===== config.mk =====
export PLATFORM = sky130hd
export DESIGN_NAME = apb_regs
export DESIGN_NICKNAME = d
export VERILOG_FILES = /design/src/logic/pkt_pkg.sv /design/src/logic/apb_regs.sv
export SDC_FILE = /design/constraint.sdc
export NUM_CORES = 1
export LEC_CHECK = 0
export ABC_AREA = 0
export BUFFER_PORTS_ARGS = -buffer_cell sky130_fd_sc_hd__buf_2
export CAP_MARGIN = 20
export CORE_MARGIN = 8
export CORE_UTILIZATION = 28
export DETAILED_ROUTE_END_ITERATION = 8
export SLEW_MARGIN = 10
export SYNTH_ARGS = -nofsm -noshare
export SYNTH_HDL_FRONTEND = slang
export SYNTH_SLANG_ARGS = --single-unit

===== constraint.sdc =====
create_clock -name clk -period 2.6 [get_ports clk]
set_input_delay 0.39 -clock clk [delete_from_list [all_inputs] [get_ports clk]]
set_output_delay 0.39 -clock clk [all_outputs]
set_load 0.01 [all_outputs]

===== src/logic/pkt_pkg.sv =====
`default_nettype none

package pkt_pkg;

    // channel caches, one byte per channel in every row
    localparam int NUM_CHAN = 8;
    localparam int CACHE_AW = 6;

    // output packet buffer
    localparam int OUT_AW = 10;

    // packet type codes, sent as the low nibble of the header byte
    localparam logic [3:0] BAG_STAT = 4'h1;
    localparam logic [3:0] BAG_DATA = 4'h5;

    localparam int NUM_PKTS = 8;
    localparam int ROWS_PER_PKT = 8;

    // header plus six status bytes
    localparam int STAT_LEN = 7;
    // header, index byte and 64 row bytes
    localparam int DATA_LEN = 2 + ROWS_PER_PKT * NUM_CHAN;
    localparam int RUN_LEN = STAT_LEN + NUM_PKTS * DATA_LEN;

    // apb register map
    localparam int APB_AW = 13;
    localparam logic [APB_AW-1:0] REG_CTRL = 13'h000;
    localparam logic [APB_AW-1:0] REG_STATUS = 13'h004;
    localparam logic [APB_AW-1:0] REG_STAT_LO = 13'h008;
    localparam logic [APB_AW-1:0] REG_STAT_HI = 13'h00C;
    localparam logic [APB_AW-1:0] REG_LEN = 13'h010;
    // byte i of the output buffer sits at BUF_BASE + 4*i
    localparam logic [APB_AW-1:0] BUF_BASE = 13'h1000;

endpackage

`default_nettype wire


===== src/logic/apb_regs.sv =====
`timescale 1ns/1ps
`default_nettype none

module apb_regs import pkt_pkg::*; (
    input  wire               clk,
    input  wire               rst,
    input  wire               psel,
    input  wire               penable,
    input  wire               pwrite,
    input  wire  [APB_AW-1:0] paddr,
    input  wire  [31:0]       pwdata,
    output logic [31:0]       prdata,
    output logic              pready,
    output logic              pslverr,
    input  wire               busy,
    input  wire               done,
    input  wire  [OUT_AW-1:0] byte_count,
    input  wire  [7:0]        buf_rd_data,
    output logic              start,
    output logic [47:0]       stat_word,
    output logic [OUT_AW-1:0] buf_rd_addr
);

    logic        setup;
    logic        access;
    logic        buf_hit;
    logic        rd_buf;
    logic        buf_wait;
    logic [31:0] reg_rdata;

    assign setup = psel && !penable;
    assign access = psel && penable;
    assign buf_hit = (paddr >= BUF_BASE);
    assign rd_buf = access && !pwrite && buf_hit;

    // one wait state on window reads, everything else completes at once
    assign pready = !(rd_buf && !buf_wait);
    assign pslverr = 1'b0;

    always_comb begin
        case (paddr)
            REG_STATUS: reg_rdata = {30'd0, done, busy};
            REG_STAT_LO: reg_rdata = stat_word[31:0];
            REG_STAT_HI: reg_rdata = {16'd0, stat_word[47:32]};
            REG_LEN: reg_rdata = {{(32-OUT_AW){1'b0}}, byte_count};
            default: reg_rdata = '0;
        endcase
    end

    always_comb begin
        if (!(access && !pwrite)) begin
            prdata = '0;
        end else if (buf_hit) begin
            prdata = {24'd0, buf_rd_data};
        end else begin
            prdata = reg_rdata;
        end
    end

    always_ff @(posedge clk or posedge rst) begin
        if (rst) begin
            buf_wait <= 1'b0;
            buf_rd_addr <= '0;
            start <= 1'b0;
            stat_word <= '0;
        end else begin
            buf_wait <= rd_buf && !buf_wait;
            start <= 1'b0;
            // word index into the window
            if (setup) begin
                buf_rd_addr <= paddr[OUT_AW+1:2];
            end
            if (access && pwrite) begin
                case (paddr)
                    REG_CTRL: start <= pwdata[0] && !busy;
                    REG_STAT_LO: stat_word[31:0] <= pwdata;
                    REG_STAT_HI: stat_word[47:32] <= pwdata[15:0];
                    default: ;
                endcase
            end
        end
    end

endmodule

`default_nettype wire


After elaboration in Yosys (flattened, before gate mapping)
Index checks and enable logic that the tools add are counted.
{"block": "totals", "reg_bits": 60, "latch_bits": 0, "ram_bits": 0, "mem_bits_ro": 0, "output_inout_bits": 93, "n_memories": 0}
{"block": "op_classes", "n_addsub": 0, "n_mul": 0, "div_mod_pow": 0, "magnitude_cmp": 1, "n_eq_ne": 4, "shift": 0, "n_mux": 5, "bitwise": 0, "reduce_logical": 15}
{"cell": "one-hot mux 32 bit (4 select lines)", "n": 1}
{"cell": "two-way mux 32 bit", "n": 2}
{"cell": "equality test 13 x 4 -> 1 bit (second input constant)", "n": 2}
{"cell": "equality test 13 x 3 -> 1 bit (second input constant)", "n": 1}
{"cell": "equality test 13 x 5 -> 1 bit (second input constant)", "n": 1}
{"cell": ">= comparator 13 bit (second input constant)", "n": 1}
{"cell": "zero test 13 bit", "n": 1}
{"cell": "logical AND 1 bit", "n": 7}
{"cell": "zero test 1 bit", "n": 5}
{"cell": "AND reduction 2 bit", "n": 2}
{"cell": "two-way mux 1 bit", "n": 2}

Longest topological paths before layout
{"block": "depth", "depth_word": 5, "ltp_mapped": 6, "ltp_nobuf": 4}

Worst setup path before layout
OpenSTA, ideal clock, no wires.
{"block": "synth_timing", "kind": "input -> output", "start": "input port paddr[6]", "end": "output port prdata[10]", "t_arrival_ns": 1.800, "t_required_ns": 2.210, "setup_slack_ns": 0.410, "cell_stages": 6, "n_path_buf": 2, "cell_sequence": "nor4_4 > nand2_1 > or4_1 > buf_2 > buf_6 > nor3_2"}
{"block": "synth_between", "elab_chain_len": 4, "elab_cells_between_ends": 8, "classes_between": "order compare (1); eq/ne (4); mux (3)"}
{"item": "start, declared", "line_no": "apb_regs.sv:10", "text": "input wire [APB_AW-1:0] paddr,"}
{"item": "parallel branches: the longest is 2 deep, another holds >= comparator 13 bit"}
{"item": "two-way mux 32 bit (*)", "line_no": "apb_regs.sv:53", "text": "end else if (buf_hit) begin"}
{"item": "two-way mux 32 bit (*)", "line_no": "apb_regs.sv:51", "text": "if (!(access && !pwrite)) begin"}
{"item": "end, declared", "line_no": "apb_regs.sv:12", "text": "output logic [31:0] prdata,"}
Every way passes the cells marked *.

Final worst setup path
{"block": "layout_timing", "start": "input port paddr[6]", "end": "output port prdata[1]"}
Same word-level chain as after synthesis.

==> results.cfg <==
[clocking]
cts.path.max_buffers = 2
cts.repair.resized = 0
clock_latency_ns = 0.32
hold_buffers = 0
cts_root_buf = clkbuf_8
htree_levels = 3
path_clk_slew_ns = 0.06
clock_sinks = 60
cts_made_buffers = 9
cts_tree = yes
postCtsSetupBuffers = 0

[synthesis]
ys_ff_latch = 60
synthesis.nets = 295
ys_seq_area_share_pct = 52.1
syn-cell-area_sq_um = 2880
ys_types = 32
synth_top_family_by_area = multiplexers
synth_top_area_share_pct = 52.1
synthAdderAreaFrac_pct = 0
synthArstFlopShare_pct = 100
synth-xor-area-share_pct = 0.304
synthTopCellsByCount = 60 x dfrtp_1, 59 x mux2_2, 18 x and2_1, 13 x nand2_1, 10 x a22oi_1
synth_compound_area_share_pct = 7.16
synthTopCellsByArea = dfrtp_1 52%, mux2_2 23%, and2_1 3.9%
ys.flop_type = dfrtp_1
yosysWarningCount = 0
synth_edf_count = 0
synth_cells = 225
yosys.area.top_type = dfrtp_1
synth.avg_cell_area_sq_um = 12.8
synthSimpleGateAreaFrac_pct = 13.8
yosysMostFrequentCell = dfrtp_1
synth_mux_area_share_pct = 23.4

[sta]
fmax_mhz = 419
relSlewSlack_pct = 54.9
finalHoldViolCount = 0
layout_worst_path_cycle_share_pct = 91.7
fin_crit_ns = 2.38
tns_ns = 0
rsz0062_at_grt = no
tightest_slew_ns = 0.675
skew_ns = 0
slew_violations = 0
setup_viol = 0

[cells_and_area]
drive_above_1_share_pct = 65.0
synthToLayoutAreaGrowth_pct = 40.0
finalNetCount = 464
stdcell_count = 533
num_antenna_cells = 0

[power]
peakVddDrop_mv = 0.203
leakage_nw = 2.20
power_density_nw_per_um2 = 461

[grt]
overflow = 0
grt_pass1_vias = 2763
grt_max_degree = 32
grt_pass1_wl_um = 14800
antenna_found_initial = 0
grt.total_usage_pct = 13.0

[setup_path]
crit_path_start = paddr[6]
crit_family = simple AND/OR/NAND/NOR gates
crit_chain = buf_2 -> nor4_4 -> nand2_1 -> or4_1 -> buf_4 -> o21ai_0 -> buf_2
arrival_ns = 1.99
cp.depth = 7
path_common_cell = buf_2
end_kind = output port
rr_startpoint = stat_word[43]
crit_type = input port to output port
start_kind = input port
endpoint = prdata[1]
required_ns = 2.21
crit_fanout = 16
slowest_stage = or4_1
r2r-end = stat_word[43]
worst_r2r_path_depth = 1
path_buf_inv = 3
critPathMaxStageDelay_ns = 0.51
r2r_slack_ns = 1.81

[placement]
hpwl_um = 6950
io_buffers = 161
placed_cells_incl_taps = 519
place_congestion = 0.723

[floorplan]
rows = 37
fp.dieArea_sq_um = 13800
die_h_um = 117
die_w_um = 117
ios = 163
core_area_sq_um = 10100
start_util_pct = 28.4

[job]
drv_cap = 0

[routing]
vias = 2472
routed_wl_um = 8900
wl_per_cell_um = 16.7
drt_first_pass_iters = 4
viasPerCell = 4.64
ant_nets = 0
drtIter0Drc = 104
drc = 0

[outcome]
status = complete, no violations

[worst_hold_path]
hp-class = input port to async pin
[final cells by class]
| class | instances | area (sq um) |
|---|---|---|
| Clock inverter | 3 | 15.0 |
| Clock buffer | 11 | 141 |
| Timing Repair Buffer | 172 | 901 |
| Multi-Input combinational cell | 149 | 1300 |
| Tap cell | 136 | 170 |
| Inverter | 2 | 7.51 |
| Fill cell | 1025 | 6100 |
| Sequential cell | 60 | 1500 |
[stage by stage]
| step | instance area [sq um] | hold slack (ns) | util, % | setup WS, ns | power [mW] |
|---|---|---|---|---|---|
| floorplan | 2880 | 0.510 | - | 0.410 | 1.07 |
| global placement | 3880 | 0.485 | 38.3 | 0.233 | 1.18 |
| detailed placement | 3880 | 0.488 | 38.3 | 0.194 | 1.18 |
| CTS | 4040 | 0.164 | 39.8 | 0.194 | 1.90 |
| global route | 4040 | 0.195 | 39.8 | 0.0802 | 1.96 |
| finish | 4040 | 0.157 | 39.8 | 0.215 | 1.86 |
[state kept, by name (all words and copies together), names as in the netlist]
name         cells
stat_word       48
buf_wait         1
buf_rd_addr     10
start            1
[worst min path at each step]
stage / end / cells after the start / startpoint
after floorplan: start / 2 / pwdata[0]
after global placement: buf_rd_addr[9] / 1 / buf_rd_addr[9]
after detailed placement: buf_rd_addr[8] / 1 / buf_rd_addr[8]
after CTS: buf_rd_addr[1] / 2 / rst
after global routing: buf_rd_addr[1] / 2 / rst
final: buf_rd_addr[1] / 2 / rst
[power breakdown]
group	internal [mW]	switching [mW]	leakage, nW	total, mW
sequential	0.957	0.0103	0.816	0.968
combinational	0.0917	0.0994	1.30	0.191
clock	0.356	0.347	0.0848	0.703
total	1.41	0.457	2.20	1.86
[logic make-up after synthesis]
| logic type | Yosys count |
|---|---|
| xor gates and xnor gates | 1 |
| and+or+nand+nor | 59 |
| other | 1 |
| AOI/OAI and AO/OA | 28 |
| DFF | 60 |
| buffers and inverters | 16 |
| muxes | 60 |
[cells in the final DEF (no fill, tap or decap)]
cell	count
inv_1	1
nand4b_1	1
a22oi_1	10
mux2_1	1
nand2b_1	3
nor3_1	1
dfrtp_1	60
o21ai_1	2
and4_1	1
nor3_4	1
nand3_1	2
nor3b_2	1
nor2_1	5
nand3_2	1
clkbuf_8	10
o21ai_0	6
a2bb2oi_1	2
nor2b_1	1
mux2_2	59
buf_12	1
and3b_1	1
or4_1	1
buf_4	10
clkinv_2	3
a21oi_2	1
conb_1	1
nand2_1	13
a21oi_1	1
nor3_2	7
clkbuf_1	1
a222oi_1	6
buf_2	161
inv_2	1
and2_1	18
xor2_1	1
nor4_4	2
[layer usage]
metal	share of wire (%)	global-route usage [%]	vias to the layer above
met3	8.2	5.47	8
met2	50	22.2	109
li1	-	-	1146
met4	0.99	3.52	0
met5	0	0	-
met1	41	14.6	1209
Note: power is estimated with default switching activity, not from simulation.
