### src/logic/pkt_pkg.sv
`default_nettype none

package pkt_pkg;

    // channel caches, one byte per channel in every row
    localparam int NUM_CHAN = 8;
    localparam int CACHE_AW = 6;

    // output packet buffer
    localparam int OUT_AW = 10;

    // packet type codes, sent as the low nibble of the header byte
    localparam logic [3:0] BAG_STAT = 4'h1;
    localparam logic [3:0] BAG_DATA = 4'h5;

    localparam int NUM_PKTS = 8;
    localparam int ROWS_PER_PKT = 8;

    // header plus six status bytes
    localparam int STAT_LEN = 7;
    // header, index byte and 64 row bytes
    localparam int DATA_LEN = 2 + ROWS_PER_PKT * NUM_CHAN;
    localparam int RUN_LEN = STAT_LEN + NUM_PKTS * DATA_LEN;

    // apb register map
    localparam int APB_AW = 13;
    localparam logic [APB_AW-1:0] REG_CTRL = 13'h000;
    localparam logic [APB_AW-1:0] REG_STATUS = 13'h004;
    localparam logic [APB_AW-1:0] REG_STAT_LO = 13'h008;
    localparam logic [APB_AW-1:0] REG_STAT_HI = 13'h00C;
    localparam logic [APB_AW-1:0] REG_LEN = 13'h010;
    // byte i of the output buffer sits at BUF_BASE + 4*i
    localparam logic [APB_AW-1:0] BUF_BASE = 13'h1000;

endpackage

`default_nettype wire

### src/logic/pkt_seq.sv
`timescale 1ns/1ps
`default_nettype none

module pkt_seq import pkt_pkg::*; (
    input  wire                 clk,
    input  wire                 rst,
    input  wire                 start,
    input  wire  [NUM_CHAN-1:0] fill_done,
    input  wire                 build_done,
    output logic                busy,
    output logic                done,
    output logic                fill_go,
    output logic                build_go,
    output logic [3:0]          btype,
    output logic [3:0]          data_idx
);

    typedef enum logic [2:0] {
        IDLE,
        FILL,
        STAT,
        DATA,
        FINISH
    } state_t;

    state_t state;

    always_ff @(posedge clk or posedge rst) begin
        if (rst) begin
            state <= IDLE;
            busy <= 1'b0;
            done <= 1'b0;
            fill_go <= 1'b0;
            build_go <= 1'b0;
            btype <= '0;
            data_idx <= '0;
        end else begin
            fill_go <= 1'b0;
            build_go <= 1'b0;
            case (state)
                IDLE: begin
                    if (start) begin
                        busy <= 1'b1;
                        done <= 1'b0;
                        fill_go <= 1'b1;
                        state <= FILL;
                    end
                end
                FILL: begin
                    // fill_done still shows the previous run while fill_go is out
                    if (!fill_go && (&fill_done)) begin
                        btype <= BAG_STAT;
                        build_go <= 1'b1;
                        state <= STAT;
                    end
                end
                STAT: begin
                    if (build_done) begin
                        btype <= BAG_DATA;
                        data_idx <= '0;
                        build_go <= 1'b1;
                        state <= DATA;
                    end
                end
                DATA: begin
                    if (build_done) begin
                        if (data_idx == 4'(NUM_PKTS - 1)) begin
                            state <= FINISH;
                        end else begin
                            data_idx <= data_idx + 1'b1;
                            build_go <= 1'b1;
                        end
                    end
                end
                FINISH: begin
                    busy <= 1'b0;
                    done <= 1'b1;
                    state <= IDLE;
                end
                default: state <= IDLE;
            endcase
        end
    end

endmodule

`default_nettype wire

### config.mk
export PLATFORM = sky130hd
export DESIGN_NAME = pkt_seq
export DESIGN_NICKNAME = d
export VERILOG_FILES = /design/src/logic/pkt_pkg.sv /design/src/logic/pkt_seq.sv
export SDC_FILE = /design/constraint.sdc
export NUM_CORES = 1
export LEC_CHECK = 0
export BUFFER_PORTS_ARGS = -buffer_cell sky130_fd_sc_hd__buf_4
export CAP_MARGIN = 10
export CELL_PAD_IN_SITES_DETAIL_PLACEMENT = 0
export CELL_PAD_IN_SITES_GLOBAL_PLACEMENT = 1
export CORE_UTILIZATION = 36
export DETAILED_ROUTE_END_ITERATION = 8
export PLACE_DENSITY = 0.86
export SYNTH_ARGS = -nofsm -noshare
export SYNTH_HDL_FRONTEND = slang
export SYNTH_SLANG_ARGS = --single-unit
export TNS_END_PERCENT = 10
### constraint.sdc
create_clock -name clk -period 3.4 [get_ports clk]
set_input_delay 0.17 -clock clk [delete_from_list [all_inputs] [get_ports clk]]
set_output_delay 0.17 -clock clk [all_outputs]
set_load 0.02 [all_outputs]
## Yosys cells after proc, flatten, opt, wreduce, memory -nomap -nowiden

Cells that the tools add are included.

| storage, ports and cells | value |
|---|---|
| logic and storage cells | 54 |
| output and inout bits | 12 |
| bits of input ports | 12 |
| bits in registers | 15 |

| cells by class | value |
|---|---|
| multiplexer cells | 24 |
| eq/ne operators | 11 |
| reduce and logical (&&, ||, !) cells | 11 |
| add/subtract/negate cells | 1 |

Operators with widths:

| operator | number |
|---|---|
| two-way mux 4 bit | 5 |
| one-hot mux 4 bit (2 select lines) | 2 |
| two-way mux 3 bit | 5 |
| inequality test 2 bit, second input constant | 6 |
| one-hot mux 3 bit (4 select lines) | 1 |
| two-way mux 1 bit | 8 |
| AND reduction 8 bit | 1 |
| equality test 3 x 2 -> 1 bit, second input constant | 2 |
| nonzero test 2 bit | 3 |
| AND reduction 5 bit | 1 |
| adder 4 x 1 -> 4 bit, second input constant | 1 |
| equality test 4 x 3 -> 1 bit, second input constant | 1 |
| one-hot mux 1 bit (2 select lines) | 2 |
| AND reduction 4 bit | 1 |
| equality test 3 x 1 -> 1 bit, second input constant | 1 |
| equality test 3 bit, second input constant | 1 |
| logical NOT 3 bit | 1 |
| one-hot mux 1 bit (3 select lines) | 1 |
| AND reduction 3 bit | 1 |
| AND reduction 2 bit | 1 |
| logical AND 1 bit | 1 |
| logical NOT 1 bit | 1 |

## Depth between registers and ports, before layout

| depth | value |
|---|---|
| word-level depth | 4 |
| depth in mapped cells | 4 |
| mapped depth without buffers | 4 |

## Worst setup path after synthesis

No wires, ideal clock.

| path | value |
|---|---|
| kind | register to register |
| from | register state[1] |
| to | register btype[2] |
| period minus slack after synthesis | 1.538 ns |
| path slack | 1.862 ns |
| path buffers | 0 |
| setup time | 0.128 ns |
| cell stages (with the launch flop) | 4 |
| arrival time | 1.410 ns |
| required time | 3.272 ns |
| path through | dfrtp_1 > or3b_1 > or4_4 > o2bb2ai_1 |

| on the way | value |
|---|---|
| cells in the longest elaborated chain, start to end | 3 |
| elaborated cells between the ends (all ways) | 7 |
| those cells by class | eq/ne (4); mux (1); reduce/logical (2) |

Ends and longest elaborated chain:

| item | line | source |
|---|---|---|
| from (decl) | pkt_seq.sv:26 | `state_t state;` |
| from (signal assigned) | pkt_seq.sv:30 | `state <= IDLE;` |
| from (signal assigned) | pkt_seq.sv:46 | `state <= FILL;` |
| from (signal assigned) | pkt_seq.sv:54 | `state <= STAT;` |
| equality test 3 x 1 -> 1 bit / equality test 3 x 2 -> 1 bit (equally long branches) | pkt_seq.sv:40 | `case (state)` |
| inequality test 2 bit (no line) / nonzero test 2 bit (equally long branches) | n/a |  |
| AND reduction 3 bit (no line) | n/a |  |
| to (signal assigned) | pkt_seq.sv:35 | `btype <= '0;` |
| to (signal assigned) | pkt_seq.sv:52 | `btype <= BAG_STAT;` |
| to (signal assigned) | pkt_seq.sv:59 | `btype <= BAG_DATA;` |
| to (decl) | pkt_seq.sv:14 | `output logic [3:0] btype,` |

Parallel ways exist; a longest one is shown, timed or not.
A chain may end at the register's enable or synchronous reset.

## Worst setup path in the final report

| path | value |
|---|---|
| from | register state[0] |
| to | register btype[2] |

Same word-level chain as after synthesis.

==> flow_summary.yaml <==
run_status:
  status: "finished, violations left"
  violations: "design-rule violations"
layout:
  drive_above_1_share_pct: 34.1
  finalNetCount: 96
  fill_cells: 143
  area_delta_synth_final_pct: 32.1
  num_antenna_cells: 0
critical_path:
  rr_startpoint: "state[0]"
  critical_path_depth: 3
  worstSetupStartpointType: "flop"
  startpoint: "state[0]"
  crit_end: "btype[2]"
  crit_arrival_ns: 1.86
  required_ns: 3.56
  critPathKind: "reg2reg"
  crit_buf_inv: 0
  r2r_end: "btype[2]"
  cpPeakStageDelay_ns: 0.53
  end_kind: "flop"
  critPathSlowestCell: "dfrtp_1"
  cp_top_family: "simple AND/OR/NAND/NOR gates"
  r2r_slack_ns: 1.70
  cp_cell_sequence: "or3b_1, or4_4, o2bb2ai_1"
  path_max_fanout: 13
  worstRegToRegCells: 3
global_routing:
  grt_max_degree: 14
  grt_pass1_vias: 486
  grt.total_usage_pct: 14.4
  grt_pass1_wl_um: 1990
  gr-total-overflow: 0
  grt_antenna_before_repair: 0
clock_network:
  cts_inserted_buffers: 3
  clock-sinks: 13
  clk_latency_ns: 0.27
  clkTransAtPathRegs_ns: 0.08
  ctsResizeCount: 0
  cts_buffer_depth: 2
  postCtsSetupRepairBufs: 0
  cts_tree: "done"
  cts_root_buf: "clkbuf_4"
  ctsHtreeMaxLevel: 1
synth:
  synth_warnings: 0
  yosysMostFrequentCell: "dfrtp_1"
  ys.flop_type: "dfrtp_1"
  synth_top_cell_by_area: "dfrtp_1"
  synthDistinctLibCells: 29
  synthArstFlopShare_pct: 100
  syn_avg_cell_area_um2: 10.7
  synth_enable_flop_cells: 0
  synthTopCellsByArea: "dfrtp_1 53%, a21oi_1 3.2%, a22o_1 2.8%, o2bb2ai_1 2.8%, nand3_1 2.4%"
  synth_area_um2: 619
  synth_top_area_share_pct: 52.5
  synth_seq_cells: 13
  syn_inst: 58
  synth_commonest_cells: "13 x dfrtp_1, 4 x a21oi_1, 4 x nand2_1"
  synth_seq_area_share_pct: 52.5
timing:
  max_freq_mhz: 588
  finalHoldWorstSlack_ns: 0.182
  fin_crit_sh_pct: 50.0
  hold_viol_final: 0
  setup_ws_ns: 1.70
  rsz0062_at_grt: "false"
  timing.setup.tns_ns: 0
  finalCriticalPeriod_ns: 1.70
  maxSlewViolCount: 0
  fin_skew_ns: 0.00557
  setup-violations-final: 0
die:
  io_pins: 24
  chipWidth_um: 43.5
  dieArea_um2: 1890
  initial_utilization_pct: 39.7
  rows: 14
  die_h_um: 43.5
  core_um2: 1560
power:
  p_leak_nw: 0.430
  cellPowerDensity_nw_per_um2: 586
  p_total_mw: 0.480
  ir_drop_mv: 0.285
placed_design:
  dp_slack_ns: 1.69
  dp_hpwl_um: 871
  numPortBuffers: 21
  routabilityCongestion: 0.781
min_path:
  min_path_type: "in2reg"
  hold_path_startpoint: "start"
route:
  drc: 6
  dr_total_vias: 514
  vias_per_cell: 5.24
  ant_nets: 0
  drtIter0Drc: 31
  firstDrtPassIters: 6
  wirelength_um: 1180
  drt-wirelength-per-cell_um: 12.1
job:
  drv_cap: 0
-- cells by family after synthesis --
| logic type | share of synthesized area (%) |
|---|---|
| adder cells (fa/ha/maj) | 2.02 |
| multiplexers | 1.82 |
| flip-flops | 52.5 |
| AO/OA/AOI/OAI | 16.0 |
| AND/OR/NAND/NOR | 22.8 |
| buffers and inverters | 4.24 |
| other | 0.605 |
-- per-stage QoR --
step                instances  instance area (um2)  util [%]
finish                     98                  818      52.5
global route               98                  818      52.5
CTS                        98                  818      52.5
detailed placement         93                  782      50.2
global placement           93                  782      50.2
floorplan                  59                  623         -
-- routing by layer --
layer | vias up | GRT usage (%) | wire length [um]
met5 | - | 0 | 0
met4 | 0 | 7.50 | 0
met3 | 0 | 3.75 | 101
met2 | 23 | 19.4 | 493
met1 | 232 | 21.0 | 589
li1 | 259 | - | -
-- how the worst min path moves through the flow --
stage | endpoint | slack (ns) | cells past startpoint
floorplan | btype[0] | 0.05 | 1
global placement | build_go | 0.23 | 2
detailed placement | build_go | 0.23 | 2
CTS | busy | 0.18 | 3
global route | busy | 0.25 | 3
finish | busy | 0.18 | 3
-- layout by cell type (no fill, tap or decap), types with 2 or more instances in the layout --
master	n
a21oi_1	4
a22o_1	2
and3_1	2
buf_4	21
clkbuf_4	3
conb_1	2
dfrtp_1	13
inv_1	2
nand2_1	4
nand3_1	3
nor2_1	3
nor3b_1	2
o211ai_1	2
o2bb2ai_1	2
-- what timing repair did --
action	in CTS	in global routing
endpoints found under the hold margin	13	0
hold buffers	1	0
endpoints found under the setup margin	0	0
-- layout make-up --
cell class | instances | area, um2 | share of cell area (%)
Timing Repair Buffer | 22 | 168 | 20.5
Tap cell | 16 | 20.0 | 2.45
Multi-Input combinational cell | 41 | 272 | 33.2
Clock buffer | 4 | 26.3 | 3.21
Inverter | 2 | 7.51 | 0.917
Sequential cell | 13 | 325 | 39.8
-- report_power, final --
part           total (mW)  internal [mW]  switching (mW)
sequential          0.225          0.186          0.0392
combinational       0.160         0.0799          0.0797
clock              0.0946         0.0454          0.0492
total               0.480          0.311           0.168
-- worst reg2reg max path, cell delays in order (launching register included) --
cell,delay [ns]
dfrtp_1,0.53
or3b_1,0.40
or4_4,0.51
o2bb2ai_1,0.14
-- state kept, by name, summed over array words and instances, names as in the netlist --
signal,count
data_idx,4
state,3
btype,2
build_go,1
busy,1
done,1
fill_go,1
(Power assumes the default switching activity.)
