### src/logic/cache_ram.sv
`timescale 1ns/1ps
`default_nettype none

module cache_ram #(
    parameter int AW = 6
) (
    input  wire           clk,
    input  wire           wr_en,
    input  wire  [AW-1:0] wr_addr,
    input  wire  [7:0]    wr_data,
    input  wire  [AW-1:0] rd_addr,
    output logic [7:0]    rd_data
);

    logic [7:0] mem [0:(1<<AW)-1];

    // write port
    always_ff @(posedge clk) begin
        if (wr_en) begin
            mem[wr_addr] <= wr_data;
        end
    end

    // read port, data follows the address by one cycle
    always_ff @(posedge clk) begin
        rd_data <= mem[rd_addr];
    end

endmodule

`default_nettype wire

### config.mk
export PLATFORM = sky130hd
export DESIGN_NAME = cache_ram
export DESIGN_NICKNAME = d
export VERILOG_FILES = /design/src/logic/cache_ram.sv
export SDC_FILE = /design/constraint.sdc
export NUM_CORES = 1
export LEC_CHECK = 0
export BUFFER_PORTS_ARGS = -buffer_cell sky130_fd_sc_hd__buf_2
export CORE_MARGIN = 8
export CORE_UTILIZATION = 40
export DETAILED_ROUTE_END_ITERATION = 8
export GPL_TIMING_DRIVEN = 0
export SETUP_SLACK_MARGIN = 0.5
export SYNTH_ARGS = -nofsm -noshare
export SYNTH_HDL_FRONTEND = slang
export SYNTH_SLANG_ARGS = --single-unit
### constraint.sdc
create_clock -name clk -period 2.2 [get_ports clk]
set_input_delay 0.44 -clock clk [delete_from_list [all_inputs] [get_ports clk]]
set_output_delay 0.44 -clock clk [all_outputs]
set_load 0.02 [all_outputs]
### Word level (Yosys, flattened, before mapping)

Memory sizes are Yosys's and may differ from the RTL's. A register that Yosys moved wholly into a read port is not among the register bits.
Cells that the tools add are included.

* flip-flop bits (word level): 0
* memory bits (writable): 512
* input port bits: 22
* output and inout port bits: 8
* logic and storage cells: 3
* memories kept: 1

Memory list
* mem: depth 64, bits a word 8, read ports 1, clocked after memory_dff 1, write ports 1, RTL line 15 `logic [7:0] mem [0:(1<<AW)-1];`

* muxes and demuxes: 2

Operator list (count)
* 2-to-1 mux 1 bit: 2

### Longest topological paths before layout

Gate-level depths: netlist of run 1.

* word-level depth: 2
* gate-level depth with buffers: 9
* mapped depth without buffers: 5

### Least setup slack after synthesis of run 1

Ideal clock, no wire load.

* path kind: input to register
* start point: in rd_addr[1]
* end point: reg rd_data[3] (read register of mem)
* library setup time: 128 ps
* data arrival time: 1980 ps
* required time: 2072 ps
* slack: 92 ps
* cell stages on the path: 7
* path buffers: 3
* cells stage by stage: buf_4 buf_2 buf_2 mux4_2 mux4_2 o21ai_1 o41ai_1

RTL lines
* start: declaration: RTL line 11 `input wire [AW-1:0] rd_addr,`
* end: declaration: RTL line 12 `output logic [7:0] rd_data`

==> results of run 1 <==
-- cells in the mapped netlist, types with 6 or more instances --
| master | instances | area share [%] |
|---|---|---|
| edfxtp_1 | 512 | 76 |
| mux4_2 | 126 | 14 |
| nor2_1 | 83 | 1.5 |
| mux2i_1 | 23 | 1.1 |
| nand2_1 | 19 | 0.35 |
| clkbuf_1 | 17 | 0.32 |
| nor2b_1 | 14 | 0.43 |
| buf_4 | 13 | 0.48 |
| mux2_2 | 13 | 0.73 |
| nand3_1 | 13 | 0.32 |
| buf_2 | 11 | 0.27 |
| dfxtp_1 | 8 | 0.79 |
| o221ai_1 | 8 | 0.35 |
| o22ai_1 | 8 | 0.25 |
| nand2b_1 | 7 | 0.22 |
| nor3_1 | 7 | 0.17 |
| a221oi_1 | 6 | 0.26 |
-- path summary, 6_finish.rpt --
check / start / end / slack [ns] / depth (start not counted)
max: mem[7][2] / rd_data[2] / 0.18 / 5
min: wr_addr[2] / mem[48][5] / 0.26 / 2
max reg2reg: mem[7][2] / rd_data[2] / 0.18 / 5
min reg2reg: mem[6][7] / rd_data[7] / 0.94 / 4
-- area by class of cell --
cell class / instances / share of cell area (%)
Tap cell: 672 / 3.52
Buffer: 51 / 2.26
Clock buffer: 68 / 5.86
Multi-Input combinational cell: 369 / 21.6
Timing Repair Buffer: 26 / 0.649
Sequential cell: 520 / 64.9
Clock inverter: 28 / 1.20
-- report_power, final --
group / total (mW) / switching (mW) / internal, mW
Clock: 8.90 / 3.72 / 5.18
Sequential: 11.0 / 0.0184 / 11.0
Combinational: 1.30 / 0.823 / 0.477
Total: 21.2 / 4.56 / 16.6
-- logic make-up (layout without fill, tap and decap cells) --
kind of cell	after synthesis	in the layout	synth area share, %
AND/OR/NAND/NOR	153	153	3.39
multiplexers	162	162	15.9
AO/OA/AOI/OAI	54	54	2.07
buffers and inverters	51	173	1.57
flip-flops	520	520	77.0
-- worst reg2reg max path: stages (launching register included) --
cell and delay (ns):
edfxtp_1 0.36, mux4_2 0.51, mux4_2 0.58, nor2_4 0.17
nor3_2 0.07, o2bb2ai_4 0.20
-- stage by stage --
stage                     hold WS [ns]  area (um^2)  total power, mW  setup slack, ns  setup TNS [ns]
after global placement           0.847        21700             12.4            -1.01          -57.66
after floorplan                  0.539        20700             11.9            0.212               0
final                            0.257        23900             21.2            0.177               0
after global routing             0.242        23900             21.8            0.158               0
after CTS                        0.215        23700             21.3            0.160               0
after detailed placement         0.847        21700             12.4            -1.01          -62.60
-- flip-flops by register name, indices dropped and copies added, names as in the netlist --
register / cells
mem: 512
rd_data: 8
-- timing repair --
item / CTS / global route
resized for setup: 72 / 45
endpoints found under the setup margin: 144 / 88
pin swaps: 6 / 10
setup buffers: 4 / 1
-- layer usage --
layer | wire (um) | part of all wire [%] | GRT usage, % | vias to the layer above
li1 | - | - | - | 4118
met1 | 20800 | 42 | 23.6 | 5161
met2 | 23100 | 47 | 27.0 | 362
met3 | 3840 | 7.8 | 4.80 | 99
met4 | 1400 | 2.8 | 5.40 | 4
met5 | 23 | 0.047 | 0 | -
==> results.toml, run 1 <==
[global_routing]
grt_pass1_vias = 10200
grt_start_max_net_pins = 65
antenna_found_initial = 2
grt_use_total_pct = 17.3
overflow = 0
grt_pass1_wl_um = 71400

[final_layout]
antenna_cells = 0
multi_input_area_mm2 = 0.00516
fin_nets = 1043
layout_common_cells = "512 x edfxtp_1, 126 x mux4_2, 57 x nor2_4"
fillers = 4105
mostFrequentLayoutCell = "edfxtp_1"
drive_above_1_share_pct = 37.9
area_growth_pct = 18.6
stdcell_count = 1734
regArea_mm2 = 0.0155
utilization_pct = 47.9

[placement]
place_inst = 1633
gp_congestion = 0.844
dp_hpwl_um = 31100
port_buffers = 21

[sta]
finalHoldViolations = 0
setup-violations-final = 0
rsz0062_at_grt = "yes"
skew_ns = 0.0163
min_period_ns = 2.02
fmax_mhz = 494
drv_slew = 0
relSlewSlack_pct = 14.8
tightest_slew_ns = 1.28
fin_crit_sh_pct = 91.9

[die]
start_util_pct = 40.4
dieArea_mm2 = 0.0579
die_w_um = 241
num_rows = 82
core_area_mm2 = 0.0500
die_y_um = 241
io_pins = 30

[setup_path]
cp_top_family = "multiplexers"
crit_chain = "mux4_2 > mux4_2 > nor2_4 > nor3_2 > o2bb2ai_4"
cpMostUsedCell = "mux4_2"
worstPathMaxFanout = 1
max_stage_delay_ns = 0.58
worst-setup-path-type = "flip-flop to flip-flop"
required_ns = 2.66
cp.arrival_ns = 2.48
crit_path_start_kind = "flip-flop"
worst-path-buf-inv = 0
endpoint_kind = "flip-flop"
crit_slowest_cell = "mux4_2"

[run_status]
status = "finished, final reports clean"

[run]
drv_cap = 0

[yosys]
ys_seq_area_share_pct = 77.0
ys_warn_count = 0
syn_inst = 940
syn_area_per_cell_um2 = 21.5
syn-num-nets = 962
synth_edf_count = 512
synth_seq_cells = 520
synthFlopType = "edfxtp_1"
synthArstFlopShare_pct = 0
synth_cell_types = 40
synth_area_mm2 = 0.0202

[clocking]
clock-sinks = 520
root_buffer = "clkbuf_16"
h-tree-depth = 2
clk_pin_slew_worst_paths_ns = 0.06
insertion_delay_ns = 0.60
clk_path_buf_depth = 3
tritoncts = "yes"
cts-buffers-inserted = 53
hold_buffers = 0

[detailed_routing]
drtIter0Drc = 853
post_drt_wl_per_cell_um = 28.4
first_pass_iters = 5
remaining_drc_errors = 0
via_per_inst = 5.62
drtAntennaViolNets = 0
routed_wl_um = 49200
vias = 9744

[power]
power_leakage_nw = 7.30
irDropWorstVdd_v = 0.000623
cellPowerDensity_mw_per_mm2 = 886

[hold_path]
hold_class = "input pin to flip-flop"
(Power assumes the default switching activity.)
==> run 2, diff against run 1 <==
clock period = 2.61 ns   (was 2.2 ns; I/O delays follow)
==> run 2 against run 1 <==
First-iteration DRC count is 38% higher. Register-to-register slack better by 0.40 ns. Global-route usage is 0.35 points lower. Count of clock-buffer cells in the layout is 6 lower. Worst setup slack better by 0.13 ns. Hold slack better by 0.14 ns. Final cell count hardly changed. Clock power is 15% lower. Clock skew is 0.0078 ns higher. Wire length is 0.98% lower. Sequential cell count stayed put. Sequential share of layout area is 2.1 points higher. Highest routed layer is now met4.
==> results.toml, run 2 (same netlist as run 1, synthesis figures left out) <==
[run_status]
status = "finished, final reports clean"

[clocking]
root_buffer = "clkbuf_16"
insertion_delay_ns = 0.60
hold_buffers = 0
cts-buffers-inserted = 52
clock-sinks = 520
clk_path_buf_depth = 3
clk_pin_slew_worst_paths_ns = 0.06
tritoncts = "yes"
h-tree-depth = 2

[placement]
gp_congestion = 0.884
port_buffers = 21
post-place-ws_ns = -0.816
dp_hpwl_um = 30700
placed_area_mm2 = 0.0211

[die]
dieArea_mm2 = 0.0579
die_w_um = 241
core_area_mm2 = 0.0500
io_pins = 30
num_rows = 82
die_y_um = 241
start_util_pct = 40.4

[sta]
tightest_slew_ns = 1.30
rsz0062_at_grt = "yes"
fmax_mhz = 434
fin_ws_ns = 0.304
drv_slew = 0
setup-violations-final = 0
worst_hold_slack_ns = 0.400
setup_tns_ns = 0
skew_ns = 0.0241
fin_crit_sh_pct = 88.3
finalHoldViolations = 0
relSlewSlack_pct = 12.9
min_period_ns = 2.31

[detailed_routing]
post_drt_wl_per_cell_um = 28.1
drtAntennaViolNets = 0
routed_wl_um = 48700
via_per_inst = 5.62
vias = 9742
drtIter0Drc = 1174
first_pass_iters = 5
remaining_drc_errors = 0

[global_routing]
grt_use_total_pct = 17.0
grt_pass1_wl_um = 70100
antenna_found_initial = 1
grt_start_max_net_pins = 65
overflow = 0
grt_pass1_vias = 9892

[run]
drv_cap = 0

[final_layout]
drive_above_1_share_pct = 32.0
area_growth_pct = 14.9
layout_common_cells = "512 x edfxtp_1, 126 x mux4_2, 53 x clkbuf_16"
mostFrequentLayoutCell = "edfxtp_1"
design_area_mm2 = 0.0232
reg_top3 = "mem x512, rd_data x8"
largest_reg_flops = 512
regMostFlops = "mem"
fin_nets = 1038

[hold_path]
holdPathEnd = "rd_data[5]"
hold_class = "input pin to flip-flop"
holdPathStages = 2
min-delay-start = "rd_addr[5]"

[setup_path]
r2r_end = "rd_data[4]"
worst-setup-path-type = "input pin to flip-flop"
r2r_start = "mem[24][4]"
required_ns = 2.84
cp.arrival_ns = 2.54
reg2reg_setup_slack_ns = 0.58
crit_path_start_kind = "input pin"
reg2reg_depth = 5
endpoint_kind = "flip-flop"
worstPathMaxFanout = 10

[power]
total_power_mw = 17.8
irDropWorstVdd_v = 0.000412
power_leakage_nw = 7.14
cellPowerDensity_mw_per_mm2 = 770
==> run 2: how the worst max path moves through the flow <==
stage | start | to | slack [ns] | cells after the start
after floorplan | rd_addr[1] | rd_data[7] | 0.51 | 8
after global placement | rd_addr[2] | rd_data[3] | -0.74 | 7
after detailed placement | rd_addr[2] | rd_data[5] | -0.82 | 7
after CTS | wr_addr[2] | mem[61][3] | 0.36 | 4
after global routing | wr_addr[2] | mem[45][2] | 0.29 | 4
final | wr_addr[2] | mem[45][2] | 0.30 | 4
==> run 2: what timing repair did <==
item	in CTS	in global routing
pin swaps	0	1
setup buffers	0	1
setup endpoints to repair	185	345
resized for setup	39	62
==> run 2: metrics by stage <==
stage,util (%),cells
after floorplan,-,940
after global placement,42.3,1633
after detailed placement,42.3,1633
after CTS,46.0,1731
after global routing,46.4,1732
final,46.4,1733
==> run 2: where the power goes <==
part | internal, mW | switching, mW
combinational | 0.350 | 0.630
sequential | 9.25 | 0.0149
clock | 4.45 | 3.14
==> run 2: routing by layer <==
metal	up-vias	track usage, %	share of wire [%]
li1	4100	-	-
met1	5146	24.2	43
met2	393	25.9	46
met3	103	2.84	6.8
met4	0	6.93	3.9
met5	-	0	0
==> run 2: critical path, cell delays in order <==
cell and delay (ns):
clkbuf_1 0.29, nor2b_1 0.23, nand3_1 0.70, nor2_2 0.78
==> run 2: cell type report <==
type                    instances  area, um^2
diodes                          1        2.50
fillers                      4154       26800
flip-flops and latches        520       15500
clock buffers                  62        1370
multi-input cells             369        4510
clock inverters                36         370
well taps                     672         841
plain buffers                  51         424
repair buffers                 22         113
