--- config.mk ---
export PLATFORM = sky130hd
export DESIGN_NAME = pkt_build
export DESIGN_NICKNAME = d
export VERILOG_FILES = /design/src/logic/pkt_pkg.sv /design/src/logic/pkt_build.sv
export SDC_FILE = /design/constraint.sdc
export NUM_CORES = 1
export LEC_CHECK = 0
export BUFFER_PORTS_ARGS = -buffer_cell sky130_fd_sc_hd__buf_4
export CORE_UTILIZATION = 35
export CTS_CLUSTER_SIZE = 20
export DETAILED_ROUTE_END_ITERATION = 16
export PLACE_DENSITY = 0.58
export SLEW_MARGIN = 10
export SYNTH_ARGS = -nofsm -noshare
export SYNTH_HDL_FRONTEND = slang
export SYNTH_SLANG_ARGS = --single-unit
--- constraint.sdc ---
create_clock -name clk -period 3.9 [get_ports clk]
set_input_delay 0.39 -clock clk [delete_from_list [all_inputs] [get_ports clk]]
set_output_delay 0.39 -clock clk [all_outputs]
set_load 0.01 [all_outputs]
--- src/logic/pkt_pkg.sv ---
`default_nettype none

package pkt_pkg;

    // channel caches, one byte per channel in every row
    localparam int NUM_CHAN = 8;
    localparam int CACHE_AW = 6;

    // output packet buffer
    localparam int OUT_AW = 10;

    // packet type codes, sent as the low nibble of the header byte
    localparam logic [3:0] BAG_STAT = 4'h1;
    localparam logic [3:0] BAG_DATA = 4'h5;

    localparam int NUM_PKTS = 8;
    localparam int ROWS_PER_PKT = 8;

    // header plus six status bytes
    localparam int STAT_LEN = 7;
    // header, index byte and 64 row bytes
    localparam int DATA_LEN = 2 + ROWS_PER_PKT * NUM_CHAN;
    localparam int RUN_LEN = STAT_LEN + NUM_PKTS * DATA_LEN;

    // apb register map
    localparam int APB_AW = 13;
    localparam logic [APB_AW-1:0] REG_CTRL = 13'h000;
    localparam logic [APB_AW-1:0] REG_STATUS = 13'h004;
    localparam logic [APB_AW-1:0] REG_STAT_LO = 13'h008;
    localparam logic [APB_AW-1:0] REG_STAT_HI = 13'h00C;
    localparam logic [APB_AW-1:0] REG_LEN = 13'h010;
    // byte i of the output buffer sits at BUF_BASE + 4*i
    localparam logic [APB_AW-1:0] BUF_BASE = 13'h1000;

endpackage

`default_nettype wire

--- src/logic/pkt_build.sv ---
`timescale 1ns/1ps
`default_nettype none

module pkt_build import pkt_pkg::*; (
    input  wire                   clk,
    input  wire                   rst,
    input  wire                   build_go,
    input  wire  [3:0]            btype,
    input  wire  [3:0]            data_idx,
    input  wire  [47:0]           stat_word,
    input  wire  [NUM_CHAN*8-1:0] rd_data,
    output logic [CACHE_AW-1:0]   rd_addr,
    output logic                  wr_en,
    output logic [OUT_AW-1:0]     wr_addr,
    output logic [7:0]            wr_data,
    output logic                  build_done,
    output logic [OUT_AW-1:0]     byte_count
);

    typedef enum logic [2:0] {
        B_IDLE,
        B_HDR,
        B_STAT,
        B_IDX,
        B_ROW,
        B_LAST
    } bstate_t;

    bstate_t               state;
    logic                  is_stat;
    logic [3:0]            hdr;
    logic [3:0]            idx;
    // status byte number, or channel within the current row
    logic [2:0]            cnt;
    logic [2:0]            row;
    logic [NUM_CHAN*8-1:0] row_buf;
    logic [OUT_AW-1:0]     ptr;

    assign wr_addr = ptr;
    assign byte_count = ptr;

    // wr_en and wr_data are set one state ahead of the ram write
    always_ff @(posedge clk or posedge rst) begin
        if (rst) begin
            state <= B_IDLE;
            is_stat <= 1'b0;
            cnt <= '0;
            row <= '0;
            wr_en <= 1'b0;
            build_done <= 1'b0;
            ptr <= '0;
            rd_addr <= '0;
        end else begin
            wr_en <= 1'b0;
            build_done <= 1'b0;
            if (wr_en) begin
                ptr <= ptr + 1'b1;
            end
            case (state)
                B_IDLE: begin
                    if (build_go) begin
                        is_stat <= (btype == BAG_STAT);
                        rd_addr <= CACHE_AW'(data_idx * ROWS_PER_PKT);
                        // a status packet opens a new run at byte 0
                        if (btype == BAG_STAT) begin
                            ptr <= '0;
                        end
                        state <= B_HDR;
                    end
                end
                B_HDR: begin
                    wr_en <= 1'b1;
                    cnt <= '0;
                    state <= is_stat ? B_STAT : B_IDX;
                end
                B_STAT: begin
                    wr_en <= 1'b1;
                    cnt <= cnt + 1'b1;
                    if (cnt == 3'(STAT_LEN - 2)) begin
                        state <= B_LAST;
                    end
                end
                B_IDX: begin
                    wr_en <= 1'b1;
                    rd_addr <= rd_addr + 1'b1;
                    cnt <= '0;
                    row <= '0;
                    state <= B_ROW;
                end
                B_ROW: begin
                    wr_en <= 1'b1;
                    cnt <= cnt + 1'b1;
                    if (cnt == 3'(NUM_CHAN - 1)) begin
                        if (row == 3'(ROWS_PER_PKT - 1)) begin
                            state <= B_LAST;
                        end else begin
                            row <= row + 1'b1;
                            rd_addr <= rd_addr + 1'b1;
                        end
                    end
                end
                B_LAST: begin
                    // final byte is written at the end of this cycle
                    build_done <= 1'b1;
                    state <= B_IDLE;
                end
                default: state <= B_IDLE;
            endcase
        end
    end

    // byte datapath
    always_ff @(posedge clk) begin
        case (state)
            B_IDLE: begin
                if (build_go) begin
                    hdr <= btype;
                    idx <= data_idx;
                end
            end
            B_HDR: wr_data <= {4'h0, hdr};
            // status word goes out most significant byte first
            B_STAT: wr_data <= stat_word[8*(STAT_LEN-2-cnt) +: 8];
            B_IDX: begin
                wr_data <= {4'h0, idx};
                row_buf <= rd_data;
            end
            B_ROW: begin
                wr_data <= row_buf[8*cnt +: 8];
                // next row was addressed while this one was sent
                if (cnt == 3'(NUM_CHAN - 1)) begin
                    row_buf <= rd_data;
                end
            end
            default: ;
        endcase
    end

endmodule

`default_nettype wire

**Word-level counts from Yosys, hierarchy flattened**

Index checks and enable logic that the tools add are counted.
W data, S select, Z words.

- Output and inout port bits: 36
- Register bits: 108
- Logic and storage cells: 69

- Shifts and indexed selects: 2
- $add $sub $neg: 5
- Muxes and demuxes: 23
- Equal/unequal tests: 14
- Reduce and logical (&&, ||, !) cells: 13

Operator list:

| kind | count |
|---|---|
| $pmux W64 S2 | 1 |
| $mux W64 | 1 |
| $shiftx A64 B7 Y8 | 1 |
| $shiftx A48 B33 Y8 | 1 |
| $mux W10 | 4 |
| $pmux W8 S4 | 1 |
| $mux W3 | 6 |
| $mux W6 | 3 |
| $pmux W6 S3 | 1 |
| $eq A3 B3 Y1 const B | 5 |
| $pmux W3 S5 | 1 |
| $pmux W3 S2 | 2 |
| $add A10 B1 Y10 const B | 1 |
| $ne A2 B2 Y1 const B | 5 |
| $reduce_and A4 Y1 | 2 |
| $add A3 B1 Y3 const B | 2 |
| $add A6 B1 Y6 const B | 1 |
| $eq A3 B2 Y1 const B | 2 |
| $eq A4 B1 Y1 const B | 1 |
| $reduce_and A2 Y1 | 2 |
| $reduce_bool A2 Y1 | 2 |
| $reduce_bool A4 Y1 | 1 |
| $reduce_or A2 Y1 | 2 |
| $reduce_or A4 Y1 | 1 |
| 6 further kinds | 8 |

**Longest topological paths before layout**

- Depth in word-level cells: 5
- Depth in mapped cells: 9

**Worst setup path before layout**

Ideal clock, no wire load.

- Path kind: reg2reg
- From: reg state[2]
- To: reg row_buf[0], enable pin
- Data arrival time: 2.582 ns
- Clock period less this slack: 3.008 ns
- Setup time: 0.427 ns
- Path slack: 0.892 ns
- Stages on the path, launching flop included: 6
- Cells stage by stage: dfrtp_1 > buf_4 > or3b_1 > buf_6 > nand2_2 > o21a_1

- Longest elaborated chain between the ends: 3
- Elaborated cells on any way between the ends: 5
- Those cells by class: eq/ne: 3; reduce/logical: 2

Ends and longest elaborated chain:

| element | RTL line | source |
|---|---|---|
| start, declared | pkt_build.sv:29 | `bstate_t state;` |
| start signal, assigned | pkt_build.sv:74 | `state <= is_stat ? B_STAT : B_IDX;` |
| $eq A3 B3 Y1 / $eq A3 B2 Y1 (equally long branches) | pkt_build.sv:114 | `case (state)` |
| $ne A2 B2 Y1 (no source line) / $reduce_bool A2 Y1 (equally long branches) | n/a |  |
| $reduce_and A2 Y1 (no source line) (*) | n/a |  |
| end signal, assigned | pkt_build.sv:126 | `row_buf <= rd_data;` |
| end signal, assigned | pkt_build.sv:132 | `row_buf <= rd_data;` |
| end, declared | pkt_build.sv:36 | `logic [NUM_CHAN*8-1:0] row_buf;` |

Mark *: on every way between the ends. The rest lies on a longest branch, timed or not.
A chain may end at the register's enable or synchronous reset.

**Worst setup path in the final report**

- From: reg state[2]
- To: reg row_buf[12], enable pin

The elaborated chain is that of the path after synthesis.

==> run metrics <==
vias in the first global route=3,313; IO Port Bufs=158; Max FO, Critical Path=64; Crit path depth=4; Pwr per Cell Area=705 nW/um^2; # hold bufs at CTS=0; Vias=3,363; crit-path cells=or3b_1, nand2_2, o21a_2, buf_4; DR vias/cell=5.04; clk buf depth=2; io pins=159; ant diodes=0; final max-slew violation count=0; Die Width=121 um; maximum clock frequency=358 MHz; Final TNS setup=0 ns; sequential area share after synthesis=62.5%; drt wl/cell=17.5 um; worst path bufs/invs=1; largest net degree at the start of global routing=65; delay-heaviest family, CP=flip-flops; total iterations of the first detailed-routing run=4; ranking of synthesized cells by area=edfxtp_1 (48%), dfrtp_1 (14%), mux4_2 (11%); CTS buffer count=9; RSZ-0062 raised after global routing=no; post-CTS sizing=0; Rel. slew slack=24.2%; Initial Util=35.8%; GRT overflow=0; syn_nets=469; Area growth, synth to finish=31.0%; # clock sinks=108; Die Span Y=121 um; reg2reg path depth=4; Hold Slack=0.168 ns; num rows=43; period utilization=71.5%; post-route ant nets=0; max-cap check violation count=0; endpoints failing setup=0; count leader, synth=edfxtp_1; Yosys top cell by area=edfxtp_1; startpoint types=flop; most common flop cell mapped by yosys=edfxtp_1; Worst-path clk slew=0.07 ns; Final #Nets=614; Gate Count Post-Synth=338; fin crit period=2.79 ns; leading post-synthesis cells by instance count=edfxtp_1 (80), dfrtp_1 (28), mux4_2 (24); Core Footprint=13,900 um^2; CTS tree=yes; Final Hold Viols=0; Static Leak=0.00259 uW; Yosys top cell area share=48.4%; status=finished clean; post-synthesis register bit count=108; Setup Skew=0.00603 ns; CP Class=flop to flop; Worst path max stage delay=0.82 ns; CP max-delay cell=dfrtp_1; layout cell share with drive strength beyond 1=42.5%; root buffer cell=clkbuf_16; die area=14,700 um^2; critical path capture point type=flop; cell area after synthesis=4960 um^2; Residual DRC=0; Critical Path AT=2.76 ns; mean post-synth cell area=14.7 um^2; number of enable flip-flop cells after synthesis=80; Skew-Pair Late Insertion Delay=0.35 ns; Post-CTS Setup Bufs=0; GP Congestion=0.731; DRT Wirelength=11,700 um; number of distinct library cells after synthesis=44; peak supply drop=0.000269 V; Overall Global Routing Usage=16.6%; initial antenna violation count=0; hpwl dp=8600 um; Initial DRC Count=182; Worst Tran Pin Value=1.13 ns; number of synthesis warnings=0; type of the most critical hold path=input pin to async pin; Post-synth ARST share=25.9%; required time worst endpoint=3.87 ns; global-route wire length before repair=17,800 um; H-tree depth=3
[layout by cell type, fill, tap and decap left out, types with 6 or more instances in the layout]
master / synthesis / final
edfxtp_1: 80 / 80
a21oi_1: 23 / 23
mux4_2: 24 / 24
a22oi_1: 8 / 8
nor2_1: 21 / 21
dfrtp_1: 28 / 27
nand4_1: 7 / 7
nand2_1: 18 / 18
o21ai_0: 10 / 10
mux2i_1: 13 / 13
buf_4: 15 / 162
clkbuf_16: 0 / 9
nand2b_1: 6 / 6
nor3_1: 7 / 7
ha_1: 8 / 8
[worst register-to-register path, delay by kind of cell, from the launching register on]
| family | cells | cell delay (ns) |
|---|---|---|
| buffers and inverters | 1 | 0.62 |
| DFF | 1 | 0.82 |
| AOI/OAI and AO/OA | 1 | 0.16 |
| and+or+nand+nor | 2 | 0.77 |
[per-layer routing]
layer / up-vias / wire length, um / GRT usage, %
li1: 1582 / - / -
met2: 123 / 6030 / 28.2
met5: - / 0 / 0
met3: 14 / 765 / 4.70
met4: 0 / 180 / 6.71
met1: 1644 / 4700 / 19.9
[path summary, 6_finish.rpt]
check | startpoint | to | slack, ns
worst min register to register | is_stat | is_stat | 0.49
min in group clk | rd_data[24] | row_buf[24] | 0.22
max in group asynchronous | rst | cnt[0] | 3.22
worst max-delay path | state[2] | row_buf[12] | 1.11
worst min-delay path | rst | byte_count[8] | 0.17
worst max register to register | state[2] | row_buf[12] | 1.11
[registers in the layout (all words and copies together) (netlist names), 3 cells and up]
register,count
row_buf,64
byte_count,10
wr_data,8
rd_addr,6
hdr,4
idx,4
cnt,3
row,3
state,3
[where the power goes]
group,internal (uW),total (uW),switching [uW]
clock network,493,888,396
registers,1740,2000,253
logic,815,1700,885
[logic make-up (layout without fill, tap and decap cells)]
kind of cell	after synthesis	in the layout	share of synthesized area, %
multiplexers	39	39	14.0
buffers and inverters	34	183	4.23
adder cells (fa/ha/maj)	8	8	2.02
AND/OR/NAND/NOR	83	83	8.80
XOR/XNOR	8	8	1.41
AO/OA/AOI/OAI	58	58	7.06
flip-flops	108	108	62.5
[final cells by class]
| class | instances | area (um^2) |
|---|---|---|
| flip-flops and latches | 108 | 3100 |
| repair buffers | 162 | 1220 |
| inverters | 6 | 22.5 |
| well taps | 180 | 225 |
| clock inverters | 5 | 52.6 |
| clock buffers | 10 | 229 |
| multi-input cells | 196 | 1650 |
| fillers | 1274 | 7380 |
[through the flow]
stage | cell area (um^2) | worst slack, ns | instances | utilization [%] | total power [uW]
floorplan | 4960 | 0.892 | 338 | - | 3160
global placement | 6220 | 1.20 | 652 | 44.8 | 3710
detailed placement | 6220 | 1.11 | 652 | 44.8 | 3750
CTS | 6500 | 1.11 | 667 | 46.8 | 4650
global route | 6500 | 0.937 | 667 | 46.8 | 4880
finish | 6500 | 1.11 | 667 | 46.8 | 4590
(Power assumes the default switching activity.)
